<file path="config.mk">
export PLATFORM = sky130hd
export DESIGN_NAME = power_switch_emu
export DESIGN_NICKNAME = d
export VERILOG_FILES = /design/src/rtl/harness_pkg.sv /design/src/rtl/power_switch_emu.sv
export SDC_FILE = /design/constraint.sdc
export NUM_CORES = 1
export LEC_CHECK = 0
export CORE_ASPECT_RATIO = 0.9
export CORE_MARGIN = 2
export CORE_UTILIZATION = 62
export DETAILED_ROUTE_END_ITERATION = 10
export DONT_BUFFER_PORTS = 1
export MAX_ROUTING_LAYER = met4
export PLACE_DENSITY = 0.8
export SYNTH_ARGS = -nofsm -noshare
export SYNTH_HDL_FRONTEND = slang
export SYNTH_SLANG_ARGS = --single-unit
</file>
<file path="constraint.sdc">
create_clock -name clk_i -period 1.19 [get_ports clk_i]
set_input_delay 0.238 -clock clk_i [delete_from_list [all_inputs] [get_ports clk_i]]
set_output_delay 0.238 -clock clk_i [all_outputs]
set_load 0.005 [all_outputs]
</file>
<file path="src/rtl/harness_pkg.sv">
// ------------------------------
// Harness shared definitions
// Widths, address map, latencies
// ------------------------------
`default_nettype none

package harness_pkg;

  // Bus widths
  localparam int ADDR_W     = 32;
  localparam int DATA_W     = 32;
  localparam int WORD_IDX_W = 10;

  // Slow memory
  localparam int MEM_WORDS  = 1024;
  localparam int MEM_WAIT   = 3;
  localparam int WAIT_CNT_W = $clog2(MEM_WAIT + 1);

  // Power domains are CPU, peripheral and external
  localparam int SWITCH_ACK_LATENCY = 15;
  localparam int NUM_DOMAINS        = 3;

  // Interrupt lines
  localparam int NUM_INTR   = 3;
  localparam int INTR_MEM   = 0;
  localparam int INTR_POWER = 1;
  localparam int INTR_SW    = 2;

  // Address map, top nibble selects the region
  localparam logic [3:0] REGION_MEM  = 4'd1;
  localparam logic [3:0] REGION_CTRL = 4'd2;

  // Control register word offsets
  localparam int CTRL_PENDING = 0;
  localparam int CTRL_ENABLE  = 1;
  localparam int CTRL_SW_SET  = 2;
  localparam int CTRL_POWER   = 3;

  // Bus FSM state codes
  localparam logic [1:0] FSM_IDLE   = 2'd0;
  localparam logic [1:0] FSM_DECODE = 2'd1;
  localparam logic [1:0] FSM_WAIT   = 2'd2;

  typedef union packed {
    logic [ADDR_W-1:0] raw;
    struct packed {
      logic [3:0]            region;
      logic [15:0]           unused;
      logic [WORD_IDX_W-1:0] word_idx;
      logic [1:0]            byte_off;
    } f;
  } bus_addr_u;

endpackage

`default_nettype wire

</file>
<file path="src/rtl/power_switch_emu.sv">
// ------------------------------
// Power switch emulator
// Delayed acknowledge per domain
// ------------------------------
`timescale 1ns/1ps
`default_nettype none

module power_switch_emu (
  input  wire                                 clk_i,
  input  wire                                 rst_i,
  input  wire [harness_pkg::NUM_DOMAINS-1:0]  switch_n_i,
  output logic [harness_pkg::NUM_DOMAINS-1:0] switch_ack_n_o
);

  logic [harness_pkg::NUM_DOMAINS-1:0] stage_q [harness_pkg::SWITCH_ACK_LATENCY];

  // Switches are active low, so the idle level is all ones
  always_ff @(posedge clk_i) begin
    if (rst_i) begin
      for (int i = 0; i < harness_pkg::SWITCH_ACK_LATENCY; i++) begin
        stage_q[i] <= '1;
      end
    end else begin
      stage_q[0] <= switch_n_i;
      for (int i = 1; i < harness_pkg::SWITCH_ACK_LATENCY; i++) begin
        stage_q[i] <= stage_q[i-1];
      end
    end
  end

  assign switch_ack_n_o = stage_q[harness_pkg::SWITCH_ACK_LATENCY-1];

endmodule

`default_nettype wire

</file>
==> results by group <==
Outcome
  • Outcome: completed

Synth
  • Syn Nets: 102
  • Synth Cell Area: 1250 um^2
  • Yosys cell types: 4
  • Yosys warning count: 0
  • Post-Synthesis Cells: 97
  • Synth cell count leaders: 45 x dfxtp_1, 45 x or2_1, 4 x buf_6, 3 x buf_4
  • Post-Syn Area per Cell: ~13 um^2
  • Synthesized flop and latch total: 45
  • Sequential area share after synthesis: 0.721
  • Top cell type's share of synthesized area: 0.721
  • Async SR Flop Fraction: 0
  • Yosys top cell by area: dfxtp_1
  • Post-synth EDFFs: 0
  • Ys flop type: dfxtp_1
  • Largest cells by area after synthesis: dfxtp_1 72%, or2_1 23%, buf_6 3.6%

Cells and area
  • Final core utilization: 0.732
  • Area grow syn2layout: 12.1%
  • Nets: 115
  • Largest Register: stage_q
  • Final std cells w/o fill: approximately 140
  • Layout cells sized above 1: 0.0901
  • Max reg flops: 45
  • Biggest regs: stage_q: 45 flops
  • Fillers: 123
  • Final instance area: roughly 1400 um^2
  • N_diodes: 0

Pwr
  • Leakage: 0.479 nW
  • Maximum vdd ir drop: 0.00127 V
  • P per Cell Area: 1580 nW/um^2

Placed design
  • Placed cell area: roughly 1200 um^2
  • Port Buf Inserts: 0
  • Placer Congestion: 0.633
  • Cells after DPL: 115
  • Detailed Place HPWL: 690 um

Setup path
  • CP Class: reg2reg
  • Startpoint types: register
  • Crit path max-delay family: buffers and inverters
  • Arrival time at the worst endpoint: 1.41 ns
  • Worst path cell trace: or2_1, dlygate4sd3_1
  • WP data required: 1.44 ns
  • CP peak stage delay: between 0.5 and 0.6 ns
  • CP Buf/Inv Count: 1
  • Crit-path slowest cell: dlygate4sd3_1
  • Worst Setup End Kind: register
  • Crit Path Max Fanout: 1

Job
  • Max Cap Violations: 0

GRT
  • Total gr overflow: 0
  • Initial antenna violation count: 0
  • First-pass GRT wire length: 2660 um
  • GR Util All Layers: 0.180
  • Largest net degree at the start of global routing: 31
  • Vias in the first global route: 610

Floorplan
  • Die W: 51.3 um
  • Full die area: ~2400 um^2
  • Standard-cell row count: 15
  • Starting density of the core: 0.653
  • Io pins: 8
  • Die height: 46.6 um
  • Core box area: 1910 um^2

Timing
  • RSZ-0062 raised after global routing: false
  • Final setup viols: 0
  • Slew Limit Headroom: 0.479
  • Final hold violation count: 0
  • Crit path time final: 1.16 ns
  • Worst-margin pin slew: 0.781 ns
  • Worst Clk Skew: 0.0155 ns
  • Final period utilization: 0.971
  • Fmax: 866 MHz
  • Setup TNS Final: 0 ns
  • Max Slew Vio Count: 0

Routing
  • DR vias/cell: 4.35
  • DR WL/cell: 11.3 um
  • Final WL: 1540 um
  • Iteration-0 DRC Markers: 0
  • Antenna violation net count after detailed routing: 0
  • Vias: 591
  • Pre-antenna DRT Iters: 1
  • Remaining DRCs: 0

Clock network
  • Number of post-CTS setup repair buffers: 0
  • CTS clock-pin slew for the worst setup and hold paths: about 0.12 ns
  • CTS tree: done
  • # H-tree levels: 2
  • Root Driver: clkbuf_4
  • Clock sink count: 45
  • Later-pin clock latency in the skew report: about 0.35 ns
  • Longest Clk Path Bufs: 2
  • TritonCTS Buffers: 5

Worst hold path
  • Hold crit path type: reg2reg
## final timing paths
path	startpoint	to	slack, ns	cells after the start
worst min-delay path	stage_q[2][1]$_SDFF_PP1_	stage_q[2][4]$_SDFF_PP1_	0.41	1
worst min register to register	stage_q[2][1]$_SDFF_PP1_	stage_q[2][4]$_SDFF_PP1_	0.41	1
worst max register to register	stage_q[2][7]$_SDFF_PP1_	stage_q[2][10]$_SDFF_PP1_	0.03	2
worst max-delay path	stage_q[2][7]$_SDFF_PP1_	stage_q[2][10]$_SDFF_PP1_	0.03	2
## power by group
group | switching [mW] | internal, mW
logic | 0.0189 | 0.0219
clock network | 0.430 | 0.225
registers | 0.00295 | 1.52
total | 0.452 | 1.77
## routing by layer
metal,part of all wire,global-route usage
met1,0.49,0.168
met2,0.44,0.288
met3,0.054,0.117
met4,0.021,0.0947
met5,0,-
## through the flow
step	hold slack [ns]	power [mW]	setup WS, ns
floorplan	0.335	1.59	0.526
global placement	0.338	1.57	0.593
detailed placement	0.339	1.57	0.582
CTS	0.417	2.25	0.0174
global route	0.429	2.33	0.00325
finish	0.413	2.22	0.0349
## logic make-up after synthesis
| group | after synthesis | synth area share |
|---|---|---|
| DFF | 45 | 0.721 |
| and+or+nand+nor | 45 | 0.225 |
| buffers and inverters | 7 | 0.0541 |
## final cells by class
cell class | instances | area (um^2) | share of cell area
Timing Repair Buffer | 13 | 133 | 0.0946
Multi-Input combinational cell | 45 | 282 | 0.201
Sequential cell | 45 | 905 | 0.646
Clock buffer | 6 | 41.3 | 0.0295
Tap cell | 25 | 31.3 | 0.0223
Clock inverter | 2 | 10.0 | 0.00714
## cell usage in the layout (no fill, tap or decap), drive strengths merged
cell type	instances
clkbuf	6
or2	45
clkinv	2
dlygate4sd3	12
dlymetal6s4s	1
dfxtp	45
## repair_timing
item                                    CTS  global route
hold buffers                             19             1
hold endpoints to repair                 45             7
gates resized for setup                   0             4
endpoints found under the setup margin    0            37
No activity file was read; power rests on OpenSTA's default activity.
