File: src/rtl/harness_pkg.sv
// ------------------------------
// Harness shared definitions
// Widths, address map, latencies
// ------------------------------
`default_nettype none

package harness_pkg;

  // Bus widths
  localparam int ADDR_W     = 32;
  localparam int DATA_W     = 32;
  localparam int WORD_IDX_W = 10;

  // Slow memory
  localparam int MEM_WORDS  = 1024;
  localparam int MEM_WAIT   = 3;
  localparam int WAIT_CNT_W = $clog2(MEM_WAIT + 1);

  // Power domains are CPU, peripheral and external
  localparam int SWITCH_ACK_LATENCY = 15;
  localparam int NUM_DOMAINS        = 3;

  // Interrupt lines
  localparam int NUM_INTR   = 3;
  localparam int INTR_MEM   = 0;
  localparam int INTR_POWER = 1;
  localparam int INTR_SW    = 2;

  // Address map, top nibble selects the region
  localparam logic [3:0] REGION_MEM  = 4'd1;
  localparam logic [3:0] REGION_CTRL = 4'd2;

  // Control register word offsets
  localparam int CTRL_PENDING = 0;
  localparam int CTRL_ENABLE  = 1;
  localparam int CTRL_SW_SET  = 2;
  localparam int CTRL_POWER   = 3;

  // Bus FSM state codes
  localparam logic [1:0] FSM_IDLE   = 2'd0;
  localparam logic [1:0] FSM_DECODE = 2'd1;
  localparam logic [1:0] FSM_WAIT   = 2'd2;

  typedef union packed {
    logic [ADDR_W-1:0] raw;
    struct packed {
      logic [3:0]            region;
      logic [15:0]           unused;
      logic [WORD_IDX_W-1:0] word_idx;
      logic [1:0]            byte_off;
    } f;
  } bus_addr_u;

endpackage

`default_nettype wire

File: src/rtl/reg_bus_if.sv
// ------------------------------
// Register bus link
// One request and its response
// ------------------------------
`timescale 1ns/1ps
`default_nettype none

interface reg_bus_if;

  logic                               req;
  logic                               we;
  logic [harness_pkg::WORD_IDX_W-1:0] word_idx;
  logic [harness_pkg::DATA_W-1:0]     wdata;
  logic                               rsp_valid;
  logic [harness_pkg::DATA_W-1:0]     rdata;
  // Error flag follows the FSM response, devices never drive it
  logic                               error;

  modport host (
    output req,
    output we,
    output word_idx,
    output wdata,
    output error,
    input  rsp_valid,
    input  rdata
  );

  modport device (
    input  req,
    input  we,
    input  word_idx,
    input  wdata,
    output rsp_valid,
    output rdata
  );

endinterface

`default_nettype wire

File: src/rtl/ctrl_regs.sv
// ------------------------------
// Control registers
// Interrupt pending/enable and power status
// ------------------------------
`timescale 1ns/1ps
`default_nettype none

module ctrl_regs (
  input  wire                                  clk_i,
  input  wire                                  rst_i,
  reg_bus_if.device                            bus,
  input  wire                                  access_done_i,
  input  wire [harness_pkg::NUM_DOMAINS-1:0]   switch_ack_n_i,
  output logic [harness_pkg::NUM_INTR-1:0]     intr_o
);

  logic [harness_pkg::NUM_INTR-1:0]    pending_q;
  logic [harness_pkg::NUM_INTR-1:0]    enable_q;
  logic [harness_pkg::NUM_INTR-1:0]    set_bits;
  logic [harness_pkg::NUM_INTR-1:0]    clr_bits;
  logic [harness_pkg::NUM_DOMAINS-1:0] ack_prev_q;
  logic                                power_change;
  logic                                wr_pending;
  logic                                wr_enable;
  logic                                wr_sw_set;
  logic                                rsp_valid_q;
  logic [harness_pkg::DATA_W-1:0]      rdata_q;

  assign wr_pending   = bus.req && bus.we && (bus.word_idx == harness_pkg::CTRL_PENDING);
  assign wr_enable    = bus.req && bus.we && (bus.word_idx == harness_pkg::CTRL_ENABLE);
  assign wr_sw_set    = bus.req && bus.we && (bus.word_idx == harness_pkg::CTRL_SW_SET);
  assign power_change = |(ack_prev_q ^ switch_ack_n_i);

  // Set events win over a clear in the same cycle
  always_comb begin
    set_bits = '0;
    if (wr_sw_set) begin
      set_bits = bus.wdata[harness_pkg::NUM_INTR-1:0];
    end
    set_bits[harness_pkg::INTR_MEM]   = set_bits[harness_pkg::INTR_MEM] | access_done_i;
    set_bits[harness_pkg::INTR_POWER] = set_bits[harness_pkg::INTR_POWER] | power_change;
    clr_bits = wr_pending ? bus.wdata[harness_pkg::NUM_INTR-1:0] : '0;
  end

  always_ff @(posedge clk_i) begin
    if (rst_i) begin
      pending_q   <= '0;
      enable_q    <= '0;
      ack_prev_q  <= '1;
      rsp_valid_q <= 1'b0;
    end else begin
      pending_q   <= (pending_q & ~clr_bits) | set_bits;
      ack_prev_q  <= switch_ack_n_i;
      rsp_valid_q <= bus.req;
      if (wr_enable) begin
        enable_q <= bus.wdata[harness_pkg::NUM_INTR-1:0];
      end
    end
  end

  // Read data, one cycle after the request
  always_ff @(posedge clk_i) begin
    if (bus.req) begin
      rdata_q <= '0;
      if (!bus.we) begin
        case (bus.word_idx)
          harness_pkg::CTRL_PENDING: rdata_q[harness_pkg::NUM_INTR-1:0] <= pending_q;
          harness_pkg::CTRL_ENABLE:  rdata_q[harness_pkg::NUM_INTR-1:0] <= enable_q;
          harness_pkg::CTRL_POWER:   rdata_q[harness_pkg::NUM_DOMAINS-1:0] <= switch_ack_n_i;
          default:                   rdata_q <= '0;
        endcase
      end
    end
  end

  assign bus.rsp_valid = rsp_valid_q;
  assign bus.rdata     = rdata_q;
  assign intr_o        = pending_q & enable_q;

endmodule

`default_nettype wire

File: src/flat_wrapper.sv
// flat-port wrapper written by rule: the top's interface ports become plain ports
module ctrl_regs_flat 
  (clk_i, rst_i, access_done_i, switch_ack_n_i, intr_o, bus_req, bus_we, bus_word_idx, bus_wdata, bus_rsp_valid, bus_rdata);
  reg_bus_if bus_i ();
  input  wire clk_i;
  input  wire rst_i;
  input  wire access_done_i;
  input  wire [harness_pkg::NUM_DOMAINS-1:0] switch_ack_n_i;
  output logic [harness_pkg::NUM_INTR-1:0] intr_o;
  input wire logic [$bits(bus_i.req)-1:0] bus_req;
  input wire logic [$bits(bus_i.we)-1:0] bus_we;
  input wire logic [$bits(bus_i.word_idx)-1:0] bus_word_idx;
  input wire logic [$bits(bus_i.wdata)-1:0] bus_wdata;
  output wire logic [$bits(bus_i.rsp_valid)-1:0] bus_rsp_valid;
  output wire logic [$bits(bus_i.rdata)-1:0] bus_rdata;
  assign bus_i.req = bus_req;
  assign bus_i.we = bus_we;
  assign bus_i.word_idx = bus_word_idx;
  assign bus_i.wdata = bus_wdata;
  assign bus_rsp_valid = bus_i.rsp_valid;
  assign bus_rdata = bus_i.rdata;
  ctrl_regs u_core (.clk_i(clk_i), .rst_i(rst_i), .bus(bus_i), .access_done_i(access_done_i), .switch_ack_n_i(switch_ack_n_i), .intr_o(intr_o));
endmodule
File: config.mk
export PLATFORM = sky130hd
export DESIGN_NAME = ctrl_regs_flat
export DESIGN_NICKNAME = d
export VERILOG_FILES = /design/src/rtl/harness_pkg.sv /design/src/rtl/reg_bus_if.sv /design/src/rtl/ctrl_regs.sv /design/src/flat_wrapper.sv
export SDC_FILE = /design/constraint.sdc
export NUM_CORES = 1
export LEC_CHECK = 0
export BUFFER_PORTS_ARGS = -buffer_cell sky130_fd_sc_hd__buf_2
export CORE_MARGIN = 2
export CORE_UTILIZATION = 32
export CTS_CLUSTER_SIZE = 16
export DETAILED_ROUTE_END_ITERATION = 8
export PLACE_DENSITY = 0.7
export SLEW_MARGIN = 20
export SYNTH_ARGS = -nofsm -noshare
export SYNTH_HDL_FRONTEND = slang
export SYNTH_SLANG_ARGS = --single-unit
File: constraint.sdc
create_clock -name clk_i -period 2.7 [get_ports clk_i]
set_clock_uncertainty 0.1 [all_clocks]
set_input_delay 0.27 -clock clk_i [delete_from_list [all_inputs] [get_ports clk_i]]
set_output_delay 0.27 -clock clk_i [all_outputs]
set_load 0.03 [all_outputs]
==> results.yml <==
outcome:
  status: "completed"
timing:
  rsz0062_at_grt: "false"
  tns_ns: 0
  fin_crit_sh_pct: 59.7
  timing.fmax_mhz: 620
  drv_slew: 0
  hold_viol: 0
  setup_viol: 0
  fin_crit_ns: 1.61
yosys:
  synth-seq-cells: 13
  synth_area_um2: 892
  yosysUniqueCellTypes: 24
  syn_inst: 99
  yosys_warnings: 0
  avgSynthCellArea_um2: 9.01
  yosysSeqAreaShare_pct: 32.5
placed_design:
  portBuffers: 27
  place_congestion: 0.796
  dp_cells: 153
  dp_hpwl_um: 1440
final_layout:
  instances_no_fill: 157
  syn_to_final_growth_pct: 9.26
  finalNetCount: 177
  drive_above_1_share_pct: 30.2
  antenna_cells: 0
drt:
  wirelength_um: 1760
  vias: 751
  vias_per_cell: 4.78
  drt_first_pass_iters: 4
  drc: 0
  wl_per_cell_um: 11.2
  ant_nets: 0
  drtIter0Drc: 17
cts:
  h-tree-depth: 1
  cts_resized: 0
  cts_root_buf: "clkbuf_4"
  holdBufCountCts: 0
  clkSinkCount: 13
  cts_tree: "built"
  cts.clk_slew.worst_paths_ns: 0.08
  clk_latency_ns: 0.27
  cts_buffers: 3
  post_cts_buffers: 0
  clock_path_buffers: 2
floorplanning:
  coreArea_um2: 2710
  dieArea_um2: 3230
  io_pins: 86
  num_rows: 19
  fp.dieH_um: 56.8
  die_w_um: 56.8
  initial_core_util_pct: 32.9
global_route:
  antenna_found_initial: 0
  overflow: 0
  grt_util_all_layers_pct: 11.4
  grt_pass1_vias: 684
  grt_pass1_wl_um: 2870
  grt_start_max_net_pins: 11
power_and_ir_drop:
  finalPower_w: 0.000437
  vdd_drop_max_uv: 232
  powerDensity_nw_per_um2: 448
  cellLeakagePower_nw: 0.436
worst_hold_path:
  hp-class: "input port to register"
job:
  drv_cap: 0
critical_path:
  crit_path_start_kind: "input port"
  r2r_setup_slack_ns: 1.51
  critPathKind: "input port to register"
  endpoint: "u_core.pending_q[2]"
  worst_r2r_startpoint: "u_core.enable_q[2]"
  r2r_end: "u_core.bus.rdata[2]"
  crit_path_end_kind: "register"
  rr_worst_depth: 3
  crit_fanout: 7
  worst_ep_required_time_ns: 2.81
  critPathArrivalTime_ns: 1.72
  crit_start: "bus_word_idx[9]"
synthesized netlist by cell type:
master    count  area share, %
and2_1        4            2.8
clkbuf_2      1           0.56
a31oi_1       1           0.70
dfxtp_1      10             22
nor2b_1       1           0.70
nand2_1       1           0.42
nand4_1       4            2.8
or4_1         3            2.5
a41oi_1       1           0.98
nor3_1        4            2.2
buf_4        29             24
or2_2         3            2.1
xor2_1        3            2.9
clkbuf_1      4            1.7
o31ai_1       6            5.0
and4b_1       2            2.2
nand4b_1      4            3.9
a21oi_1       5            2.8
conb_1        1           0.42
a22oi_1       3            2.5
mux2_2        3            3.8
nor4_1        2            1.4
edfxtp_1      3             10
inv_1         1           0.42
critical path, stage by stage:
cell and delay (ns):
buf_2 0.10, or4_1 0.66, or4_1 0.54, a21oi_1 0.15
through the flow:
step | hold slack [ns] | area, um2 | utilization [%] | setup slack [ns]
2_1_floorplan | 0.277 | 997 | - | 0.990
3_3_place_gp | 0.361 | 948 | 35.0 | 0.829
3_5_place_dp | 0.378 | 948 | 35.0 | 0.804
4_1_cts | 0.134 | 975 | 36.0 | 1.10
5_1_grt | 0.127 | 975 | 36.0 | 1.05
6_report | 0.139 | 975 | 36.0 | 1.09
cells in the final DEF (no fill, tap or decap):
| master | netlist | routed |
|---|---|---|
| a21oi_1 | 5 | 5 |
| a22oi_1 | 3 | 3 |
| a31oi_1 | 1 | 1 |
| a41oi_1 | 1 | 1 |
| and2_1 | 4 | 4 |
| and4b_1 | 2 | 2 |
| buf_2 | 0 | 27 |
| buf_4 | 29 | 2 |
| clkbuf_1 | 4 | 1 |
| clkbuf_4 | 0 | 3 |
| conb_1 | 1 | 29 |
| dfxtp_1 | 10 | 10 |
| edfxtp_1 | 3 | 3 |
| inv_1 | 1 | 1 |
| mux2_2 | 3 | 3 |
| nand2_1 | 1 | 1 |
| nand4_1 | 4 | 4 |
| nand4b_1 | 4 | 4 |
| nor2b_1 | 1 | 1 |
| nor3_1 | 4 | 4 |
| nor4_1 | 2 | 2 |
| o31ai_1 | 6 | 6 |
| or2_2 | 3 | 3 |
| or4_1 | 3 | 3 |
| xor2_1 | 3 | 3 |
layer usage:
| layer | track usage, % | wire, um | part of all wire, % | vias to the layer above |
|---|---|---|---|---|
| li1 | - | - | - | 358 |
| met1 | 12.9 | 735 | 42 | 348 |
| met2 | 19.8 | 827 | 47 | 43 |
| met3 | 3.23 | 185 | 10 | 2 |
| met4 | 4.98 | 16 | 0.91 | 0 |
| met5 | 0 | 0 | 0 | - |
logic make-up (layout without fill, tap and decap cells):
logic type,Yosys count,count (layout),share of synthesized area [%]
flip-flops,13,13,32.5
other,1,29,0.420
AND/OR/NAND/NOR,28,28,21.2
multiplexers,3,3,3.79
buffers and inverters,35,34,27.1
XOR/XNOR,3,3,2.95
AO/OA/AOI/OAI,16,16,12.1
flip-flops by register name (all words and copies together) (netlist names):
signal	cells
u_core.ack_prev_q	3
u_core.bus.rdata	3
u_core.enable_q	3
u_core.pending_q	3
u_core.bus.rsp_valid	1
layout make-up:
type                    count  area (um2)
fillers                   308        1740
multi-input cells          79         465
flip-flops and latches     13         290
repair buffers             29         150
well taps                  31        38.8
clock buffers               4        26.3
inverters                   1        3.75
report_power, final:
part,switching (W),internal [W]
combinational,0.0000859,0.0000255
clock,0.0000596,0.0000573
sequential,0.00000295,0.000206
total,0.000148,0.000288
worst min path at each step:
stage	from	end	slack (ns)	cells past startpoint
final	switch_ack_n_i[0]	u_core.ack_prev_q[0]	0.14	2
after global routing	switch_ack_n_i[0]	u_core.ack_prev_q[0]	0.13	2
after CTS	switch_ack_n_i[0]	u_core.ack_prev_q[0]	0.13	2
after detailed placement	u_core.pending_q[0]	u_core.pending_q[0]	0.38	2
after global placement	u_core.pending_q[2]	u_core.pending_q[2]	0.36	2
after floorplan	switch_ack_n_i[0]	u_core.ack_prev_q[0]	0.28	1
(Power assumes the default switching activity.)
