--- src/rtl/harness_pkg.sv ---
// ------------------------------
// Harness shared definitions
// Widths, address map, latencies
// ------------------------------
`default_nettype none

package harness_pkg;

  // Bus widths
  localparam int ADDR_W     = 32;
  localparam int DATA_W     = 32;
  localparam int WORD_IDX_W = 10;

  // Slow memory
  localparam int MEM_WORDS  = 1024;
  localparam int MEM_WAIT   = 3;
  localparam int WAIT_CNT_W = $clog2(MEM_WAIT + 1);

  // Power domains are CPU, peripheral and external
  localparam int SWITCH_ACK_LATENCY = 15;
  localparam int NUM_DOMAINS        = 3;

  // Interrupt lines
  localparam int NUM_INTR   = 3;
  localparam int INTR_MEM   = 0;
  localparam int INTR_POWER = 1;
  localparam int INTR_SW    = 2;

  // Address map, top nibble selects the region
  localparam logic [3:0] REGION_MEM  = 4'd1;
  localparam logic [3:0] REGION_CTRL = 4'd2;

  // Control register word offsets
  localparam int CTRL_PENDING = 0;
  localparam int CTRL_ENABLE  = 1;
  localparam int CTRL_SW_SET  = 2;
  localparam int CTRL_POWER   = 3;

  // Bus FSM state codes
  localparam logic [1:0] FSM_IDLE   = 2'd0;
  localparam logic [1:0] FSM_DECODE = 2'd1;
  localparam logic [1:0] FSM_WAIT   = 2'd2;

  typedef union packed {
    logic [ADDR_W-1:0] raw;
    struct packed {
      logic [3:0]            region;
      logic [15:0]           unused;
      logic [WORD_IDX_W-1:0] word_idx;
      logic [1:0]            byte_off;
    } f;
  } bus_addr_u;

endpackage

`default_nettype wire

--- src/rtl/reg_bus_if.sv ---
// ------------------------------
// Register bus link
// One request and its response
// ------------------------------
`timescale 1ns/1ps
`default_nettype none

interface reg_bus_if;

  logic                               req;
  logic                               we;
  logic [harness_pkg::WORD_IDX_W-1:0] word_idx;
  logic [harness_pkg::DATA_W-1:0]     wdata;
  logic                               rsp_valid;
  logic [harness_pkg::DATA_W-1:0]     rdata;
  // Error flag follows the FSM response, devices never drive it
  logic                               error;

  modport host (
    output req,
    output we,
    output word_idx,
    output wdata,
    output error,
    input  rsp_valid,
    input  rdata
  );

  modport device (
    input  req,
    input  we,
    input  word_idx,
    input  wdata,
    output rsp_valid,
    output rdata
  );

endinterface

`default_nettype wire

--- src/rtl/bus_fsm.sv ---
// ------------------------------
// Host bus FSM
// Latches a request, decodes the region, routes it
// ------------------------------
`timescale 1ns/1ps
`default_nettype none

module bus_fsm (
  input  wire                                 clk_i,
  input  wire                                 rst_i,
  input  wire                                 req_valid_i,
  input  wire                                 req_we_i,
  input  wire harness_pkg::bus_addr_u         req_addr_i,
  input  wire [harness_pkg::DATA_W-1:0]       req_wdata_i,
  output logic                                rsp_valid_o,
  output logic [harness_pkg::DATA_W-1:0]      rsp_rdata_o,
  output logic                                rsp_error_o,
  reg_bus_if.host                             mem_bus,
  reg_bus_if.host                             ctrl_bus
);

  logic [1:0]                     state_q;
  harness_pkg::bus_addr_u         addr_q;
  logic                           we_q;
  logic [harness_pkg::DATA_W-1:0] wdata_q;
  logic                           is_mem;
  logic                           is_ctrl;
  logic                           unmapped_rsp;
  logic                           dev_rsp_valid;
  logic [harness_pkg::DATA_W-1:0] dev_rdata;

  // Region decode on the latched address
  assign is_mem       = (addr_q.f.region == harness_pkg::REGION_MEM);
  assign is_ctrl      = (addr_q.f.region == harness_pkg::REGION_CTRL);
  assign unmapped_rsp = (state_q == harness_pkg::FSM_DECODE) && !is_mem && !is_ctrl;

  always_ff @(posedge clk_i) begin
    if (rst_i) begin
      state_q <= harness_pkg::FSM_IDLE;
    end else begin
      case (state_q)
        harness_pkg::FSM_IDLE: begin
          if (req_valid_i) begin
            state_q <= harness_pkg::FSM_DECODE;
          end
        end
        harness_pkg::FSM_DECODE: begin
          state_q <= (is_mem || is_ctrl) ? harness_pkg::FSM_WAIT : harness_pkg::FSM_IDLE;
        end
        harness_pkg::FSM_WAIT: begin
          if (dev_rsp_valid) begin
            state_q <= harness_pkg::FSM_IDLE;
          end
        end
        default: begin
          state_q <= harness_pkg::FSM_IDLE;
        end
      endcase
    end
  end

  // Strobes outside idle are dropped
  always_ff @(posedge clk_i) begin
    if ((state_q == harness_pkg::FSM_IDLE) && req_valid_i) begin
      addr_q.raw <= req_addr_i.raw;
      we_q       <= req_we_i;
      wdata_q    <= req_wdata_i;
    end
  end

  // ------------------------------
  // Device side
  // ------------------------------
  assign mem_bus.req       = (state_q == harness_pkg::FSM_DECODE) && is_mem;
  assign mem_bus.we        = we_q;
  assign mem_bus.word_idx  = addr_q.f.word_idx;
  assign mem_bus.wdata     = wdata_q;
  assign mem_bus.error     = unmapped_rsp;

  assign ctrl_bus.req      = (state_q == harness_pkg::FSM_DECODE) && is_ctrl;
  assign ctrl_bus.we       = we_q;
  assign ctrl_bus.word_idx = addr_q.f.word_idx;
  assign ctrl_bus.wdata    = wdata_q;
  assign ctrl_bus.error    = unmapped_rsp;

  always_comb begin
    dev_rsp_valid = 1'b0;
    dev_rdata     = '0;
    if (state_q == harness_pkg::FSM_WAIT) begin
      if (is_mem) begin
        dev_rsp_valid = mem_bus.rsp_valid;
        dev_rdata     = mem_bus.rdata;
      end else if (is_ctrl) begin
        dev_rsp_valid = ctrl_bus.rsp_valid;
        dev_rdata     = ctrl_bus.rdata;
      end
    end
  end

  // Host response, unmapped accesses answer from decode
  assign rsp_valid_o = dev_rsp_valid || unmapped_rsp;
  assign rsp_rdata_o = dev_rsp_valid ? dev_rdata : '0;
  assign rsp_error_o = unmapped_rsp;

endmodule

`default_nettype wire

--- src/flat_wrapper.sv ---
// flat-port wrapper written by rule: the top's interface ports become plain ports
module bus_fsm_flat 
  (clk_i, rst_i, req_valid_i, req_we_i, req_addr_i, req_wdata_i, rsp_valid_o, rsp_rdata_o, rsp_error_o, mem_bus_req, mem_bus_we, mem_bus_word_idx, mem_bus_wdata, mem_bus_error, mem_bus_rsp_valid, mem_bus_rdata, ctrl_bus_req, ctrl_bus_we, ctrl_bus_word_idx, ctrl_bus_wdata, ctrl_bus_error, ctrl_bus_rsp_valid, ctrl_bus_rdata);
  reg_bus_if mem_bus_i ();
  reg_bus_if ctrl_bus_i ();
  input  wire clk_i;
  input  wire rst_i;
  input  wire req_valid_i;
  input  wire req_we_i;
  input  wire harness_pkg::bus_addr_u req_addr_i;
  input  wire [harness_pkg::DATA_W-1:0] req_wdata_i;
  output logic rsp_valid_o;
  output logic [harness_pkg::DATA_W-1:0] rsp_rdata_o;
  output logic rsp_error_o;
  output wire logic [$bits(mem_bus_i.req)-1:0] mem_bus_req;
  output wire logic [$bits(mem_bus_i.we)-1:0] mem_bus_we;
  output wire logic [$bits(mem_bus_i.word_idx)-1:0] mem_bus_word_idx;
  output wire logic [$bits(mem_bus_i.wdata)-1:0] mem_bus_wdata;
  output wire logic [$bits(mem_bus_i.error)-1:0] mem_bus_error;
  input wire logic [$bits(mem_bus_i.rsp_valid)-1:0] mem_bus_rsp_valid;
  input wire logic [$bits(mem_bus_i.rdata)-1:0] mem_bus_rdata;
  output wire logic [$bits(ctrl_bus_i.req)-1:0] ctrl_bus_req;
  output wire logic [$bits(ctrl_bus_i.we)-1:0] ctrl_bus_we;
  output wire logic [$bits(ctrl_bus_i.word_idx)-1:0] ctrl_bus_word_idx;
  output wire logic [$bits(ctrl_bus_i.wdata)-1:0] ctrl_bus_wdata;
  output wire logic [$bits(ctrl_bus_i.error)-1:0] ctrl_bus_error;
  input wire logic [$bits(ctrl_bus_i.rsp_valid)-1:0] ctrl_bus_rsp_valid;
  input wire logic [$bits(ctrl_bus_i.rdata)-1:0] ctrl_bus_rdata;
  assign mem_bus_req = mem_bus_i.req;
  assign mem_bus_we = mem_bus_i.we;
  assign mem_bus_word_idx = mem_bus_i.word_idx;
  assign mem_bus_wdata = mem_bus_i.wdata;
  assign mem_bus_error = mem_bus_i.error;
  assign mem_bus_i.rsp_valid = mem_bus_rsp_valid;
  assign mem_bus_i.rdata = mem_bus_rdata;
  assign ctrl_bus_req = ctrl_bus_i.req;
  assign ctrl_bus_we = ctrl_bus_i.we;
  assign ctrl_bus_word_idx = ctrl_bus_i.word_idx;
  assign ctrl_bus_wdata = ctrl_bus_i.wdata;
  assign ctrl_bus_error = ctrl_bus_i.error;
  assign ctrl_bus_i.rsp_valid = ctrl_bus_rsp_valid;
  assign ctrl_bus_i.rdata = ctrl_bus_rdata;
  bus_fsm u_core (.clk_i(clk_i), .rst_i(rst_i), .req_valid_i(req_valid_i), .req_we_i(req_we_i), .req_addr_i(req_addr_i), .req_wdata_i(req_wdata_i), .rsp_valid_o(rsp_valid_o), .rsp_rdata_o(rsp_rdata_o), .rsp_error_o(rsp_error_o), .mem_bus(mem_bus_i), .ctrl_bus(ctrl_bus_i));
endmodule
--- config.mk ---
export PLATFORM = sky130hd
export DESIGN_NAME = bus_fsm_flat
export DESIGN_NICKNAME = d
export VERILOG_FILES = /design/src/rtl/harness_pkg.sv /design/src/rtl/reg_bus_if.sv /design/src/rtl/bus_fsm.sv /design/src/flat_wrapper.sv
export SDC_FILE = /design/constraint.sdc
export NUM_CORES = 1
export LEC_CHECK = 0
export ABC_AREA = 1
export BUFFER_PORTS_ARGS = -buffer_cell sky130_fd_sc_hd__buf_2
export CAP_MARGIN = 20
export CORE_AREA = 2 2 100 102
export CTS_BUF_LIST = sky130_fd_sc_hd__clkbuf_4 sky130_fd_sc_hd__clkbuf_8
export DETAILED_ROUTE_END_ITERATION = 8
export DIE_AREA = 0 0 102 104
export PLACE_DENSITY = 0.63
export SYNTH_ARGS = -nofsm -noshare
export SYNTH_HDL_FRONTEND = slang
export SYNTH_SLANG_ARGS = --single-unit
--- constraint.sdc ---
create_clock -name clk_i -period 7.1 [get_ports clk_i]
set_input_delay 0.71 -clock clk_i [delete_from_list [all_inputs] [get_ports clk_i]]
set_output_delay 0.71 -clock clk_i [all_outputs]
set_load 0.02 [all_outputs]
==> impl_metrics.ini <==
[cts]
cts-root-buf = clkbuf_8
cts_sinks = 49
numCtsBuffers = 5
path_clk_slew_ps = 100
insertion_delay_ps = 310
clk_path_buf_depth = 2
htreeDepth = 2
tritoncts = built
post-cts-setup-buffers = 0
cts_hold_buffers = 0
postCtsResizedCells = 0

[synth]
synth_common_cells = 67 x nand3_1, 56 x buf_4, 47 x edfxtp_1, 29 x a21oi_2, 8 x buf_2
synth-seq-area-share_pct = 54.1
ys.flop_type = edfxtp_1
synth_top_area_share_pct = 52.6
synth.area.top_cells = edfxtp_1 53%, buf_4 16%, nand3_1 13%, a21oi_2 9.5%, buf_2 1.5%
avgSynthCellArea_um2 = 11.0
synth_area_um2 = 2680
synth_cell_type_count = 20
ys_warn_count = 0
synth-edff-count = 47
ys_seq_elements = 49
syn_nets = 377
synth_cells = 243
synth_most_common_cell = nand3_1
synth-async-reset-ratio_pct = 0
post-synth-top-area-cell = edfxtp_1

[grt]
grt_first_pass_wirelength_um = 10200
grt_max_degree = 69
grt_usage_pct = 12.8
overflow = 0
first_global_vias = 2024
antenna_found_initial = 0

[worst_setup_path]
startpoint_type = register
path_max_fanout = 68
worstPathArrival_ps = 2720
path_class = register to primary output
crit_required_ps = 6390
end_kind = primary output

[pwr]
power_density_nw_per_um2 = 178
peakVddDrop_mv = 0.151
p_leak_nw = 1.62

[routing]
antenna_left = 0
vias = 2444
wire_per_inst_um = 14.0
drt_iter0_drc = 126
finalWirelength_um = 7730
drc = 0
first_pass_iters = 4
viasPerCell = 4.41

[floorplan]
ios = 258
core_region_area_um2 = 9550
dieArea_um2 = 10600
die_h_um = 104
core.rowCount = 36
initial_utilization_pct = 28.1
die_w_um = 102

[timing]
setup-violations-final = 0
max_slew_margin_pct = 37.7
period_needed_ps = 3430
setup-tns-final_ps = 0
max_freq_mhz = 292
timing.final.crit_share_pct = 48.3
hold-worst-slack_ps = 501
grt_setup_unrepaired = false
finalHoldViolCount = 0
slew_viol_final = 0
clock_skew_ps = 12.3
worst_pin_slew_ps = 932

[placed_design]
dp_hpwl_um = 6020
port_buffers = 239
place_congestion = 0.817

[cells_and_area]
drive_gt1_share_pct = 67.5
diodes = 0
fin_nets = 554
fill_cells = 971
area_delta_synth_final_pct = 36.1
seq_area_um2 = 1450
multi_input_area_um2 = 708

[flow_run]
drv_cap = 0

[min_path]
hold_path.class = register to register

[status]
run_status = finished clean
-- worst max-delay path: stages (launching register included) --
cell and delay, ps:
edfxtp_1 420, nor2_4 110, buf_4 490, nand3_1 180
nand2_1 130, nand2_2 500, a21oi_2 310, buf_2 210
-- state kept, by name, summed over array words and instances, names as in the netlist --
name and cells:
u_core.addr_q 14, u_core.ctrl_bus.we 1, u_core.ctrl_bus.wdata 32, u_core.state_q 2
-- logic make-up (layout without fill, tap and decap cells) --
group                  after synthesis  after routing  share of synthesized area, %
AND/OR/NAND/NOR                     83             83                          15.6
AO/OA/AOI/OAI                       34             34                          10.4
buffers and inverters               77            255                          19.8
flip-flops                          49             49                          54.1
-- final cells by class --
type,instances,share of cell area (%)
multi-input cells,117,19.4
flip-flops and latches,49,39.8
well taps,133,4.56
repair buffers,241,33.2
clock inverters,3,0.583
inverters,6,0.617
clock buffers,5,1.89
-- metrics by stage --
step	cells	utilization (%)	total power, mW	worst slack [ps]	instance area [µm²]
after detailed placement	546	37.3	0.490	3950	3560
after floorplan	243	-	0.449	2640	2680
final	554	38.2	0.650	3670	3650
after global routing	554	38.2	0.681	3450	3650
after global placement	546	37.3	0.488	3990	3560
after CTS	554	38.2	0.661	3600	3650
-- metal layers --
layer,track usage [%],wire [µm],vias to the layer above
li1,-,-,1159
met1,13.6,2860,1117
met2,24.2,4010,163
met3,3.90,789,5
met4,2.86,73,0
met5,0,0,-
-- power by group --
part	internal [mW]	total (mW)	switching (mW)
registers	0.339	0.349	0.00986
clock network	0.0702	0.168	0.0976
logic	0.0479	0.134	0.0860
-- worst paths after layout --
check | endpoint | depth (start not counted) | slack, ps | start
max | rsp_rdata_o[25] | 7 | 3670 | u_core.addr_q[31]
min | u_core.state_q[0] | 1 | 500 | u_core.state_q[1]
max reg2reg | u_core.state_q[1] | 6 | 5500 | u_core.addr_q[31]
min reg2reg | u_core.state_q[0] | 1 | 500 | u_core.state_q[1]
-- placed cells by master, fill, tap and decap left out, types with 3 or more instances in the layout --
master / Yosys / final
a21oi_1: 4 / 4
nor2_4: 2 / 3
inv_1: 4 / 4
a21oi_2: 29 / 29
nand3_1: 67 / 67
nand2_1: 5 / 5
nor2_1: 5 / 5
buf_2: 8 / 239
edfxtp_1: 47 / 47
clkbuf_8: 0 / 5
(Power assumes the default switching activity.)
